[src/rtl/tia_pkg.sv]
`default_nettype none

package tia_pkg;

    localparam int word_width = 16;
    localparam int tag_width = 2;
    localparam int num_in = 2;
    localparam int num_out = 2;
    localparam int num_regs = 4;
    localparam int num_preds = 4;
    localparam int num_slots = 8;
    localparam int slot_index_width = 3;
    localparam int reg_index_width = 2;
    localparam int chan_depth = 4;

    // Host bus and its address map.
    localparam int wb_addr_width = 5;
    localparam int wb_data_width = 32;
    localparam int addr_instr_base = 0;
    localparam int addr_reg_base = 16;
    localparam int addr_status = 20;

    typedef enum logic [3:0] {
        op_nop = 4'd0,
        op_mov = 4'd1,
        op_add = 4'd2,
        op_sub = 4'd3,
        op_and = 4'd4,
        op_or = 4'd5,
        op_xor = 4'd6,
        op_eq = 4'd7,
        op_lt = 4'd8,
        op_halt = 4'd9
    } op_t;

    typedef enum logic [1:0] {
        src_imm = 2'd0,
        src_reg = 2'd1,
        src_chan = 2'd2
    } src_t;

    typedef enum logic [1:0] {
        dst_none = 2'd0,
        dst_reg = 2'd1,
        dst_out = 2'd2,
        dst_pred = 2'd3
    } dst_t;

    typedef struct packed {
        logic [tag_width-1:0] tag;
        logic [word_width-1:0] data;
    } packet_t;

    // 59 bits of fields, zero padded to 64.
    typedef struct packed {
        logic vi;
        logic [num_preds-1:0] ptm;
        logic [num_preds-1:0] pfm;
        logic [num_in-1:0] icr;
        logic [num_in-1:0] ictm;
        logic [tag_width-1:0] ict;
        op_t op;
        src_t st0;
        logic [reg_index_width-1:0] si0;
        src_t st1;
        logic [reg_index_width-1:0] si1;
        dst_t dt;
        logic [reg_index_width-1:0] di;
        logic [tag_width-1:0] oct;
        logic [num_in-1:0] icd;
        logic [num_preds-1:0] pus;
        logic [num_preds-1:0] puc;
        logic [word_width-1:0] imm;
        logic [4:0] pad;
    } instr_t;

endpackage

`default_nettype wire

[src/rtl/channel_fifo.sv]
`default_nettype none

module channel_fifo
    import tia_pkg::*;
#(
    parameter int depth = chan_depth
) (
    input wire logic clock,
    input wire logic rst,
    input wire logic push,
    input wire packet_t push_packet,
    input wire logic pop,
    output packet_t head,
    output logic empty,
    output logic full
);

    localparam int ptr_width = (depth > 1) ? $clog2(depth) : 1;
    localparam int count_width = $clog2(depth + 1);

    packet_t mem [depth];
    logic [ptr_width-1:0] rd_ptr;
    logic [ptr_width-1:0] wr_ptr;
    logic [count_width-1:0] count;

    assign head = mem[rd_ptr];
    assign empty = (count == '0);
    assign full = (count == count_width'(depth));

    always_ff @(posedge clock) begin
        if (push) begin
            mem[wr_ptr] <= push_packet;
        end
    end

    // Pointers wrap at depth, which need not be a power of two.
    always_ff @(posedge clock) begin
        if (rst) begin
            rd_ptr <= '0;
            wr_ptr <= '0;
            count <= '0;
        end else begin
            if (push) begin
                wr_ptr <= (wr_ptr == ptr_width'(depth - 1)) ? '0 : wr_ptr + 1'b1;
            end
            if (pop) begin
                rd_ptr <= (rd_ptr == ptr_width'(depth - 1)) ? '0 : rd_ptr + 1'b1;
            end
            count <= count + count_width'(push) - count_width'(pop);
        end
    end

    push_not_full: assert property (@(posedge clock) disable iff (rst) push |-> !full);
    pop_not_empty: assert property (@(posedge clock) disable iff (rst) pop |-> !empty);

endmodule

`default_nettype wire

[src/rtl/execute_stage.sv]
`default_nettype none

module execute_stage
    import tia_pkg::*;
(
    input wire logic clock,
    input wire logic rst,
    input wire logic fire,
    input wire instr_t fire_instr,
    input wire packet_t in_heads [num_in],
    output instr_t x_instr,
    output logic [num_in-1:0] pop,
    output logic [num_out-1:0] push,
    output packet_t push_packet,
    output logic pred_we,
    output logic [reg_index_width-1:0] pred_idx,
    output logic pred_val,
    output logic [word_width-1:0] regs [num_regs],
    output logic halted
);

    logic [word_width-1:0] operand_a;
    logic [word_width-1:0] operand_b;
    logic [word_width-1:0] result;

    function automatic logic [word_width-1:0] fetch(
        input src_t st,
        input logic [reg_index_width-1:0] si,
        input logic [word_width-1:0] imm
    );
        logic [word_width-1:0] value;
        case (st)
            src_imm: value = imm;
            src_reg: value = regs[si];
            src_chan: value = in_heads[si[$clog2(num_in)-1:0]].data;
            default: value = '0;
        endcase
        return value;
    endfunction

    // T|X pipeline register, a bubble when nothing fires.
    always_ff @(posedge clock) begin
        if (rst) begin
            x_instr <= '0;
        end else begin
            x_instr <= fire ? fire_instr : '0;
        end
    end

    assign operand_a = fetch(x_instr.st0, x_instr.si0, x_instr.imm);
    assign operand_b = fetch(x_instr.st1, x_instr.si1, x_instr.imm);

    integer_alu u_alu (
        .op(x_instr.op),
        .a(operand_a),
        .b(operand_b),
        .result(result)
    );

    // Destination routing.
    always_comb begin
        pred_we = 1'b0;
        push = '0;
        case (x_instr.dt)
            dst_pred: pred_we = x_instr.vi;
            dst_out: begin
                for (int c = 0; c < num_out; c++) begin
                    push[c] = x_instr.vi && (x_instr.di == c);
                end
            end
            dst_reg, dst_none: begin
            end
            default: begin
            end
        endcase
    end

    assign pred_idx = x_instr.di;
    assign pred_val = result[0];
    assign push_packet = '{tag: x_instr.oct, data: result};
    assign pop = x_instr.vi ? x_instr.icd : '0;

    always_ff @(posedge clock) begin
        if (rst) begin
            for (int r = 0; r < num_regs; r++) begin
                regs[r] <= '0;
            end
        end else if (x_instr.vi && x_instr.dt == dst_reg) begin
            regs[x_instr.di] <= result;
        end
    end

    // Sticky until reset.
    always_ff @(posedge clock) begin
        if (rst) begin
            halted <= 1'b0;
        end else if (x_instr.vi && x_instr.op == op_halt) begin
            halted <= 1'b1;
        end
    end

    single_push: assert property (@(posedge clock) disable iff (rst) $onehot0(push));

endmodule

`default_nettype wire

[src/rtl/host_port.sv]
`default_nettype none

module host_port
    import tia_pkg::*;
(
    input wire logic clock,
    input wire logic rst,
    input wire logic wb_cyc,
    input wire logic wb_stb,
    input wire logic wb_we,
    input wire logic [wb_addr_width-1:0] wb_adr,
    input wire logic [wb_data_width-1:0] wb_dat_w,
    input wire logic [word_width-1:0] regs [num_regs],
    input wire logic [num_preds-1:0] preds,
    input wire logic halted,
    output logic [wb_data_width-1:0] wb_dat_r,
    output logic wb_ack,
    output instr_t slots [num_slots]
);

    logic request;
    logic instr_sel;
    logic reg_sel;
    logic [wb_addr_width-1:0] instr_off;
    logic [wb_addr_width-1:0] reg_off;
    logic [slot_index_width-1:0] slot_idx;
    logic [reg_index_width-1:0] reg_idx;
    logic [wb_data_width-1:0] read_word;

    // New cycle seen, ack follows on the next edge.
    assign request = wb_cyc && wb_stb && !wb_ack;

    assign instr_off = wb_adr - wb_addr_width'(addr_instr_base);
    assign reg_off = wb_adr - wb_addr_width'(addr_reg_base);
    assign instr_sel = (wb_adr < addr_reg_base);
    assign reg_sel = (wb_adr >= addr_reg_base) && (wb_adr < addr_status);
    assign slot_idx = instr_off[slot_index_width:1];
    assign reg_idx = reg_off[reg_index_width-1:0];

    always_comb begin
        read_word = '0;
        if (instr_sel) begin
            read_word = instr_off[0] ? slots[slot_idx][2*wb_data_width-1:wb_data_width]
                                     : slots[slot_idx][wb_data_width-1:0];
        end else if (reg_sel) begin
            read_word = {{(wb_data_width - word_width){1'b0}}, regs[reg_idx]};
        end else if (wb_adr == addr_status) begin
            read_word = {23'd0, halted, 4'd0, preds};
        end
    end

    always_ff @(posedge clock) begin
        if (rst) begin
            wb_ack <= 1'b0;
        end else begin
            wb_ack <= request;
        end
        wb_dat_r <= read_word;
    end

    // Odd address holds the upper half of a slot.
    always_ff @(posedge clock) begin
        if (rst) begin
            for (int i = 0; i < num_slots; i++) begin
                slots[i] <= '0;
            end
        end else if (request && wb_we && instr_sel) begin
            if (instr_off[0]) begin
                slots[slot_idx][2*wb_data_width-1:wb_data_width] <= wb_dat_w;
            end else begin
                slots[slot_idx][wb_data_width-1:0] <= wb_dat_w;
            end
        end
    end

    ack_in_cycle: assert property (@(posedge clock) disable iff (rst)
        wb_ack |-> (wb_cyc && wb_stb));

endmodule

`default_nettype wire

[src/rtl/integer_alu.sv]
`default_nettype none

module integer_alu
    import tia_pkg::*;
(
    input wire op_t op,
    input wire logic [word_width-1:0] a,
    input wire logic [word_width-1:0] b,
    output logic [word_width-1:0] result
);

    // Sums and differences wrap at the word width.
    always_comb begin
        case (op)
            op_mov: result = a;
            op_add: result = a + b;
            op_sub: result = a - b;
            op_and: result = a & b;
            op_or: result = a | b;
            op_xor: result = a ^ b;
            op_eq: result = word_width'(a == b);
            // Unsigned compare.
            op_lt: result = word_width'(a < b);
            op_nop: result = '0;
            op_halt: result = '0;
            default: result = '0;
        endcase
    end

endmodule

`default_nettype wire

[src/rtl/tia_core.sv]
`default_nettype none

module tia_core
    import tia_pkg::*;
(
    input wire logic clock,
    input wire logic rst,
    input wire logic execute,
    output logic halted,
    output logic channels_quiescent,
    input wire logic wb_cyc,
    input wire logic wb_stb,
    input wire logic wb_we,
    input wire logic [wb_addr_width-1:0] wb_adr,
    input wire logic [wb_data_width-1:0] wb_dat_w,
    output logic [wb_data_width-1:0] wb_dat_r,
    output logic wb_ack,
    input wire logic [num_in-1:0] in_valid,
    output logic [num_in-1:0] in_ready,
    input wire logic [tag_width-1:0] in_tag [num_in],
    input wire logic [word_width-1:0] in_data [num_in],
    output logic [num_out-1:0] out_valid,
    input wire logic [num_out-1:0] out_ready,
    output logic [tag_width-1:0] out_tag [num_out],
    output logic [word_width-1:0] out_data [num_out]
);

    instr_t slots [num_slots];
    instr_t fire_instr;
    instr_t x_instr;
    logic fire;
    logic [num_preds-1:0] preds;
    logic pred_we;
    logic [reg_index_width-1:0] pred_idx;
    logic pred_val;
    logic [word_width-1:0] regs [num_regs];
    packet_t in_heads [num_in];
    logic [tag_width-1:0] in_head_tags [num_in];
    logic [num_in-1:0] in_empty;
    logic [num_in-1:0] in_full;
    logic [num_in-1:0] pop;
    packet_t out_heads [num_out];
    logic [num_out-1:0] out_empty;
    logic [num_out-1:0] out_full;
    logic [num_out-1:0] push;
    packet_t push_packet;

    for (genvar c = 0; c < num_in; c++) begin : g_in
        channel_fifo u_fifo (
            .clock(clock), .rst(rst),
            .push(in_valid[c] && !in_full[c]),
            .push_packet('{tag: in_tag[c], data: in_data[c]}),
            .pop(pop[c]), .head(in_heads[c]), .empty(in_empty[c]), .full(in_full[c])
        );
        assign in_ready[c] = !in_full[c];
        assign in_head_tags[c] = in_heads[c].tag;
    end

    for (genvar c = 0; c < num_out; c++) begin : g_out
        channel_fifo u_fifo (
            .clock(clock), .rst(rst), .push(push[c]), .push_packet(push_packet),
            .pop(out_ready[c] && !out_empty[c]),
            .head(out_heads[c]), .empty(out_empty[c]), .full(out_full[c])
        );
        assign out_valid[c] = !out_empty[c];
        assign out_tag[c] = out_heads[c].tag;
        assign out_data[c] = out_heads[c].data;
    end

    host_port u_host (
        .clock(clock), .rst(rst), .wb_cyc(wb_cyc), .wb_stb(wb_stb), .wb_we(wb_we),
        .wb_adr(wb_adr), .wb_dat_w(wb_dat_w), .regs(regs), .preds(preds), .halted(halted),
        .wb_dat_r(wb_dat_r), .wb_ack(wb_ack), .slots(slots)
    );

    trigger_unit u_trigger (
        .clock(clock), .rst(rst), .execute(execute), .halted(halted), .slots(slots),
        .in_empty(in_empty), .in_head_tags(in_head_tags), .out_full(out_full),
        .x_instr(x_instr), .pred_we(pred_we), .pred_idx(pred_idx), .pred_val(pred_val),
        .fire(fire), .fire_instr(fire_instr), .preds(preds)
    );

    execute_stage u_execute (
        .clock(clock), .rst(rst), .fire(fire), .fire_instr(fire_instr), .in_heads(in_heads),
        .x_instr(x_instr), .pop(pop), .push(push), .push_packet(push_packet),
        .pred_we(pred_we), .pred_idx(pred_idx), .pred_val(pred_val), .regs(regs),
        .halted(halted)
    );

    assign channels_quiescent = (&in_empty) && (&out_empty);

endmodule

`default_nettype wire

[src/rtl/trigger_unit.sv]
`default_nettype none

module trigger_unit
    import tia_pkg::*;
(
    input wire logic clock,
    input wire logic rst,
    input wire logic execute,
    input wire logic halted,
    input wire instr_t slots [num_slots],
    input wire logic [num_in-1:0] in_empty,
    input wire logic [tag_width-1:0] in_head_tags [num_in],
    input wire logic [num_out-1:0] out_full,
    input wire instr_t x_instr,
    input wire logic pred_we,
    input wire logic [reg_index_width-1:0] pred_idx,
    input wire logic pred_val,
    output logic fire,
    output instr_t fire_instr,
    output logic [num_preds-1:0] preds
);

    logic [num_in-1:0] eff_empty;
    logic [num_out-1:0] eff_full;
    logic hazard;
    logic [num_slots-1:0] qual;
    logic [slot_index_width-1:0] sel_idx;
    logic [num_preds-1:0] preds_next;

    // Pessimistic status: in-flight dequeues empty a channel, in-flight writes fill one.
    always_comb begin
        eff_empty = in_empty | (x_instr.vi ? x_instr.icd : '0);
        for (int c = 0; c < num_out; c++) begin
            eff_full[c] = out_full[c] || (x_instr.vi && x_instr.dt == dst_out && x_instr.di == c);
        end
    end

    // Halt in execute also stalls, so nothing runs behind it.
    assign hazard = x_instr.vi && (x_instr.dt == dst_pred || x_instr.op == op_halt);

    always_comb begin
        for (int s = 0; s < num_slots; s++) begin
            qual[s] = slots[s].vi
                && ((preds & slots[s].ptm) == slots[s].ptm)
                && ((preds & slots[s].pfm) == '0)
                && (((slots[s].icr | slots[s].ictm) & eff_empty) == '0);
            for (int c = 0; c < num_in; c++) begin
                if (slots[s].ictm[c] && in_head_tags[c] != slots[s].ict) begin
                    qual[s] = 1'b0;
                end
            end
            for (int c = 0; c < num_out; c++) begin
                if (slots[s].dt == dst_out && slots[s].di == c && eff_full[c]) begin
                    qual[s] = 1'b0;
                end
            end
        end
    end

    // Lowest index wins.
    always_comb begin
        sel_idx = '0;
        for (int s = num_slots - 1; s >= 0; s--) begin
            if (qual[s]) begin
                sel_idx = slot_index_width'(s);
            end
        end
    end

    assign fire = execute && !halted && !hazard && (qual != '0);
    assign fire_instr = fire ? slots[sel_idx] : '0;

    always_comb begin
        preds_next = preds;
        if (pred_we) begin
            preds_next[pred_idx] = pred_val;
        end
        if (fire) begin
            preds_next = (preds_next & ~fire_instr.puc) | fire_instr.pus;
        end
    end

    always_ff @(posedge clock) begin
        if (rst) begin
            preds <= '0;
        end else begin
            preds <= preds_next;
        end
    end

    fire_valid_slot: assert property (@(posedge clock) disable iff (rst)
        fire |-> slots[sel_idx].vi);

endmodule

`default_nettype wire

[config.mk]
export PLATFORM = sky130hd
export DESIGN_NAME = tia_core
export DESIGN_NICKNAME = d
export VERILOG_FILES = /design/src/rtl/tia_pkg.sv /design/src/rtl/channel_fifo.sv /design/src/rtl/execute_stage.sv /design/src/rtl/host_port.sv /design/src/rtl/integer_alu.sv /design/src/rtl/tia_core.sv /design/src/rtl/trigger_unit.sv
export SDC_FILE = /design/constraint.sdc
export NUM_CORES = 2
export LEC_CHECK = 0
export BUFFER_PORTS_ARGS = -buffer_cell sky130_fd_sc_hd__buf_2
export CORE_ASPECT_RATIO = 0.75
export CORE_MARGIN = 2
export CORE_UTILIZATION = 57
export DETAILED_ROUTE_END_ITERATION = 16
export PLACE_DENSITY_LB_ADDON = 0.12
export RECOVER_POWER = 25
export SETUP_SLACK_MARGIN = 0.1
export SLEW_MARGIN = 20
export SYNTH_ARGS = -nofsm -noshare
export SYNTH_HDL_FRONTEND = slang
export SYNTH_SLANG_ARGS = --single-unit
[constraint.sdc]
create_clock -name clock -period 4.5 [get_ports clock]
set_input_delay 0.675 -clock clock [delete_from_list [all_inputs] [get_ports clock]]
set_output_delay 0.675 -clock clock [all_outputs]
set_load 0.005 [all_outputs]
* Word level (Yosys, flattened, before mapping)
Memory sizes are Yosys's and may differ from the RTL's. A register that Yosys moved wholly into a read port is not among the register bits. Index checks and enable logic that the tools add are counted.
Storage, ports and cells: register bits after elaboration 679, bits in writable memories 288, input port bits 83, word-level logic and storage cells 593, memories 4
Cells by class: $add $sub $neg 19, $lt $le $gt $ge 16, eq/ne operators 71, mux-type cells 111, bitwise gates (word level) 48, reductions and logical operators 141
Memory list:
- g_in[0].u_fifo.mem | words 4, width 18, read ports 1, clocked after Yosys merged registers in 1, write ports 1, line channel_fifo.sv:21 | packet_t mem [depth];
- g_in[1].u_fifo.mem | words 4, width 18, read ports 1, clocked after Yosys merged registers in 1, write ports 1, line channel_fifo.sv:21
- g_out[0].u_fifo.mem | words 4, width 18, read ports 1, clocked after Yosys merged registers in 1, write ports 1, line channel_fifo.sv:21
- g_out[1].u_fifo.mem | words 4, width 18, read ports 1, clocked after Yosys merged registers in 1, write ports 1, line channel_fifo.sv:21
Operators with widths (count):
- $bwmux W512 | 2
- $mux W512 | 1
- $bmux W64 S3 | 2
- $demux W64 S3 | 2
- $mux W64 | 5
- $mux W16 | 13
- $mux W32 | 4
- $pmux W16 S8 | 1
- $bmux W16 S2 | 3
- $logic_and A1 B1 Y1 | 96
- $pmux W16 S3 | 2
- $and A4 B4 Y4 | 17
- $bwmux W64 | 1
- $mux W1 | 42
- $eq A2 B2 Y1 const B | 20
- $logic_not A2 Y1 | 19
- $mux W2 | 18
- $demux W16 S2 | 1
- $eq A4 B4 Y1 | 8
- $logic_not A4 Y1 | 8
- $ne A2 B2 Y1 | 16
- $mux W29 | 1
- $eq A2 B1 Y1 const B | 12
- $mux W3 | 8
- other kinds (44) | 104

* Depth between registers and ports, before layout
word-level depth 26, gate-level depth with buffers 19

* Modules after synthesis
From an unflattened synthesis, not the netlist that was laid out.
Unflattened totals: cells, all modules 5727, area, all modules 50706.1 µm²
By module, submodules not included:
- host_port | instances 1, cells each 2992, area each 23685.2 µm²
- channel_fifo | instances 4, cells each 137, area each 3093.0 µm²
- trigger_unit | instances 1, cells each 1221, area each 6213.5 µm²
- execute_stage | instances 1, cells each 605, area each 5968.2 µm²
- integer_alu | instances 1, cells each 352, area each 2418.6 µm²
- tia_core | instances 1, cells each 9, area each 48.8 µm²

* Worst setup path before layout
Ideal clock, no wire load.
kind reg-to-reg, start reg u_execute.x_instr[37] (netlist name), end mem g_out[0].u_fifo.mem[0][12] (netlist bit) (data pin), data arrival time 4.293 ns, data required time 4.199 ns, slack -0.094 ns, stages on the path, launching flop included 18, path buffers 3, clock period less this slack 4.594 ns, cells stage by stage dfxtp_1 -> clkbuf_1 -> buf_1 -> clkbuf_1 -> mux2i_1 -> o22ai_1 -> ha_1 -> inv_1 -> fa_1 -> or2_2 -> a21oi_1 -> a2111oi_0 -> a211oi_1 -> o22ai_1 -> xnor2_1 -> o32ai_1 -> a221oi_1 -> inv_1
RTL lines (line):
- to (decl) | channel_fifo.sv:21

==> metrics.md <==
| Metric | Value |
|---|---|
| Status | `finished, violations left` |
| Violated checks | `max-capacitance violations, max-slew violations` |
| Syn Area/Cell | `9.01 µm²` |
| Cts bufs inserted | `93` |
| CP Capture Type | `flip-flop` |
| Register area share after synthesis | `47.4%` |
| Root buffer cell | `clkbuf_16` |
| Mapped Area | `47200 µm²` |
| FFs w/ async S/R, synth | `0%` |
| Vias/cell | `6.53` |
| Synth unique cells | `84` |
| Synthesis Warnings | `0` |
| CP most frequent cell | `buf_4` |
| Pin count of the biggest net entering global routing | `162` |
| Cts-stage hold buffer count | `0` |
| CTS tree | `built` |
| Initial drt markers | `7131` |
| Number of global-route vias before repair | `38.1k` |
| Clock transition at path regs | `70 ps` |
| Slew margin rel. | `-132%` |
| CP Max Fanout | `25` |
| Crit path DAT | `4830 ps` |
| Initial antenna violation count | `15` |
| Cells along the critical path | `buf_8 > mux4_2 > xnor2_1 > a21boi_0 > a2111oi_4 > nor2b_1 > buf_4 > o211a_2 > buf_4 > nand3_1 > a21oi_1` |
| Yosys reg bits | `975` |
| Die width | `336 µm` |
| Full die area | `85200 µm²` |
| 1st-pass router iterations | `9` |
| Final Cycle Share | `95.8%` |
| Clk sinks | `975` |
| Commonest non-fill, non-tap cells in the layout | `nand2_1 (1446), dfxtp_1 (682), a21oi_1 (647)` |
| Clk_skew | `27.8 ps` |
| RSZ-0062 raised after global routing | `yes` |
| Fmax | `232 MHz` |
| Most common cell after layout, fill and taps aside | `nand2_1` |
| Pleak | `0.0179 µW` |
| Critical path capture point | `u_execute.x_instr[37]` |
| Dpl hpwl | `117000 µm` |
| Slowest CP cell | `mux4_2` |
| # nets final | `5439` |
| Peak supply drop | `0.000323 V` |
| Hold crit path type | `primary input to flip-flop` |
| R2r setup slk | `190 ps` |
| Main synth FF type | `dfxtp_1` |
| H-tree depth | `3` |
| Grt total ovfl | `0` |
| Reg-to-reg critical path endpoint | `u_execute.x_instr[37]` |
| Setup TNS | `0 ps` |
| DRC Markers | `0` |
| I/O pin cnt | `158` |
| Worst Setup Start Kind | `flip-flop` |
| CTS Buffer Depth | `3` |
| Actual transition at the worst max-transition pin | `3480 ps` |
| Hold Vio Cnt, Final | `0` |
| Fin cells | `6475` |
| Final WL | `178000 µm` |
| Port buffer count | `157` |
| Syn_nets | `5407` |
| Vias | `42.3k` |
| Max Cap Viol | `4` |
| P per Cell Area | `362 nW/µm²` |
| Core ar. | `82100 µm²` |
| WL/cell | `27.5 µm` |
| Min cycle time layout | `4310 ps` |
| FP Rows | `91` |
| GPL Wtd Cong | `1.06` |
| Gr usage total | `41.2%` |
| Crit Path Category | `flip-flop to flip-flop` |
| Number of synthesized flops with an enable pin | `288` |
| Global-route wire length before repair | `258000 µm` |
| Worst Hold Launch | `in_data[22]` |
| Area grow syn2layout | `12.4%` |
| Critical Path RT | `5020 ps` |
| Final count of negative-setup-slack endpoints | `0` |
| Mapped Cells | `5243` |
| Routed Antenna Nets | `0` |
| Slowest stage delay, CP | `730 ps` |
| Share of layout cells above drive strength 1 | `14.2%` |
| Clock Latency Late Sink | `700 ps` |
| Inst Count DP | `6279` |
| Initial Util | `57.5%` |
| Max-slew violations | `403` |
| Die Y | `253 µm` |
| Worst reg-to-reg path cell count | `11` |
[synthesized netlist by cell type, types with 29 or more instances]
master,count,area share [%]
buf_1,34,0.27
edfxtp_1,288,18
mux2_2,42,1.0
nor2_1,195,1.5
nand3_1,259,2.7
and3_1,29,0.38
a211oi_1,65,1.0
inv_1,84,0.67
a221oi_1,32,0.59
mux2i_1,179,3.8
a21oi_1,648,6.9
buf_2,50,0.53
clkbuf_1,360,2.9
o22ai_1,44,0.58
nor3_1,49,0.52
mux4_2,148,7.1
ha_1,75,2.0
a22oi_1,70,1.1
o21ai_0,99,1.0
nand2_1,1455,12
dfxtp_1,687,29
[state kept, by name (all words and copies together) (netlist names), 2 cells and up, named ones only]
name / count
u_trigger.preds: 4
u_execute.regs: 64
g_out.u_fifo.mem: 144
u_execute.pred_idx: 2
u_host.wb_dat_r: 32
u_execute.push_packet: 2
u_execute.x_instr: 33
g_in.u_fifo.wr_ptr: 4
g_in.u_fifo.count: 6
g_out.u_fifo.count: 6
g_out.u_fifo.wr_ptr: 4
g_out.u_fifo.rd_ptr: 4
g_in.u_fifo.rd_ptr: 4
g_in.u_fifo.mem: 144
u_host.slots: 512
[kinds of logic (layout without fill, tap and decap cells)]
logic type      Yosys count  after routing  synth area share, %
compound gates         1128           1128                 14.5
xor+xnor                 52             52                0.996
fa+ha+maj                81             81                 2.24
buf+inv                 547            656                 4.68
flops                   975            975                 47.4
mux                     372            372                 12.0
other cells               0              7                    0
simple gates           2088           2088                 18.2
[routing by layer]
metal / part of all wire, % / routed length (µm) / vias up / global-route usage [%]
li1: - / - / 18431 / -
met1: 40 / 72100 / 20230 / 59.9
met2: 40 / 70800 / 3088 / 54.8
met3: 15 / 27600 / 489 / 14.5
met4: 4.3 / 7750 / 14 / 17.0
met5: 0.087 / 156 / - / 0.575
[how the worst min path moves through the flow]
stage,depth (start not counted),endpoint
final,1,g_in[0].u_fifo.mem[3][6]
after global routing,1,g_in[0].u_fifo.mem[2][8]
after CTS,1,g_in[0].u_fifo.mem[3][6]
after detailed placement,2,u_host.slots[448]
after global placement,2,u_host.slots[385]
after floorplan,2,u_host.slots[257]
[power by group]
group / switching [µW] / internal, µW / total, µW
combinational: 1120 / 531 / 1650
sequential: 119 / 9220 / 9340
clock: 3660 / 4550 / 8210
[what timing repair did]
item                       4_1_cts  5_1_grt
resized for setup                2       24
setup buffers                    1       16
setup endpoints to repair       24      139
gates cloned                     0        0
pin swaps                        1       10
[worst max-delay path, delay by kind of cell (launching register included)]
kind	cells	cell delay (ps)
AO/OA/AOI/OAI	4	1480
buffers and inverters	3	860
multiplexers	1	730
AND/OR/NAND/NOR	2	450
flip-flops	1	380
XOR/XNOR	1	210
[cell type report]
cell class,instances,area [µm²]
sequential,975,22400
fill,6808,29000
clock buffer,124,2630
clock inverter,48,532
antenna,7,17.5
multi-input combinational,3721,22800
timing repair buffer,398,2940
tap,1116,1400
inverter,86,327
[per-stage QoR]
step	hold WS (ps)	setup WS (ps)	total power, µW	instance area (µm²)	utilization, %
after floorplan	433	145	10500	47200	-
after global placement	440	157	11100	49800	60.7
after detailed placement	447	65.3	11100	49800	60.7
after CTS	170	111	19200	53000	64.5
after global routing	243	6.99	19600	53100	64.7
final	244	187	19200	53100	64.7
No activity file was read; power rests on OpenSTA's default activity.
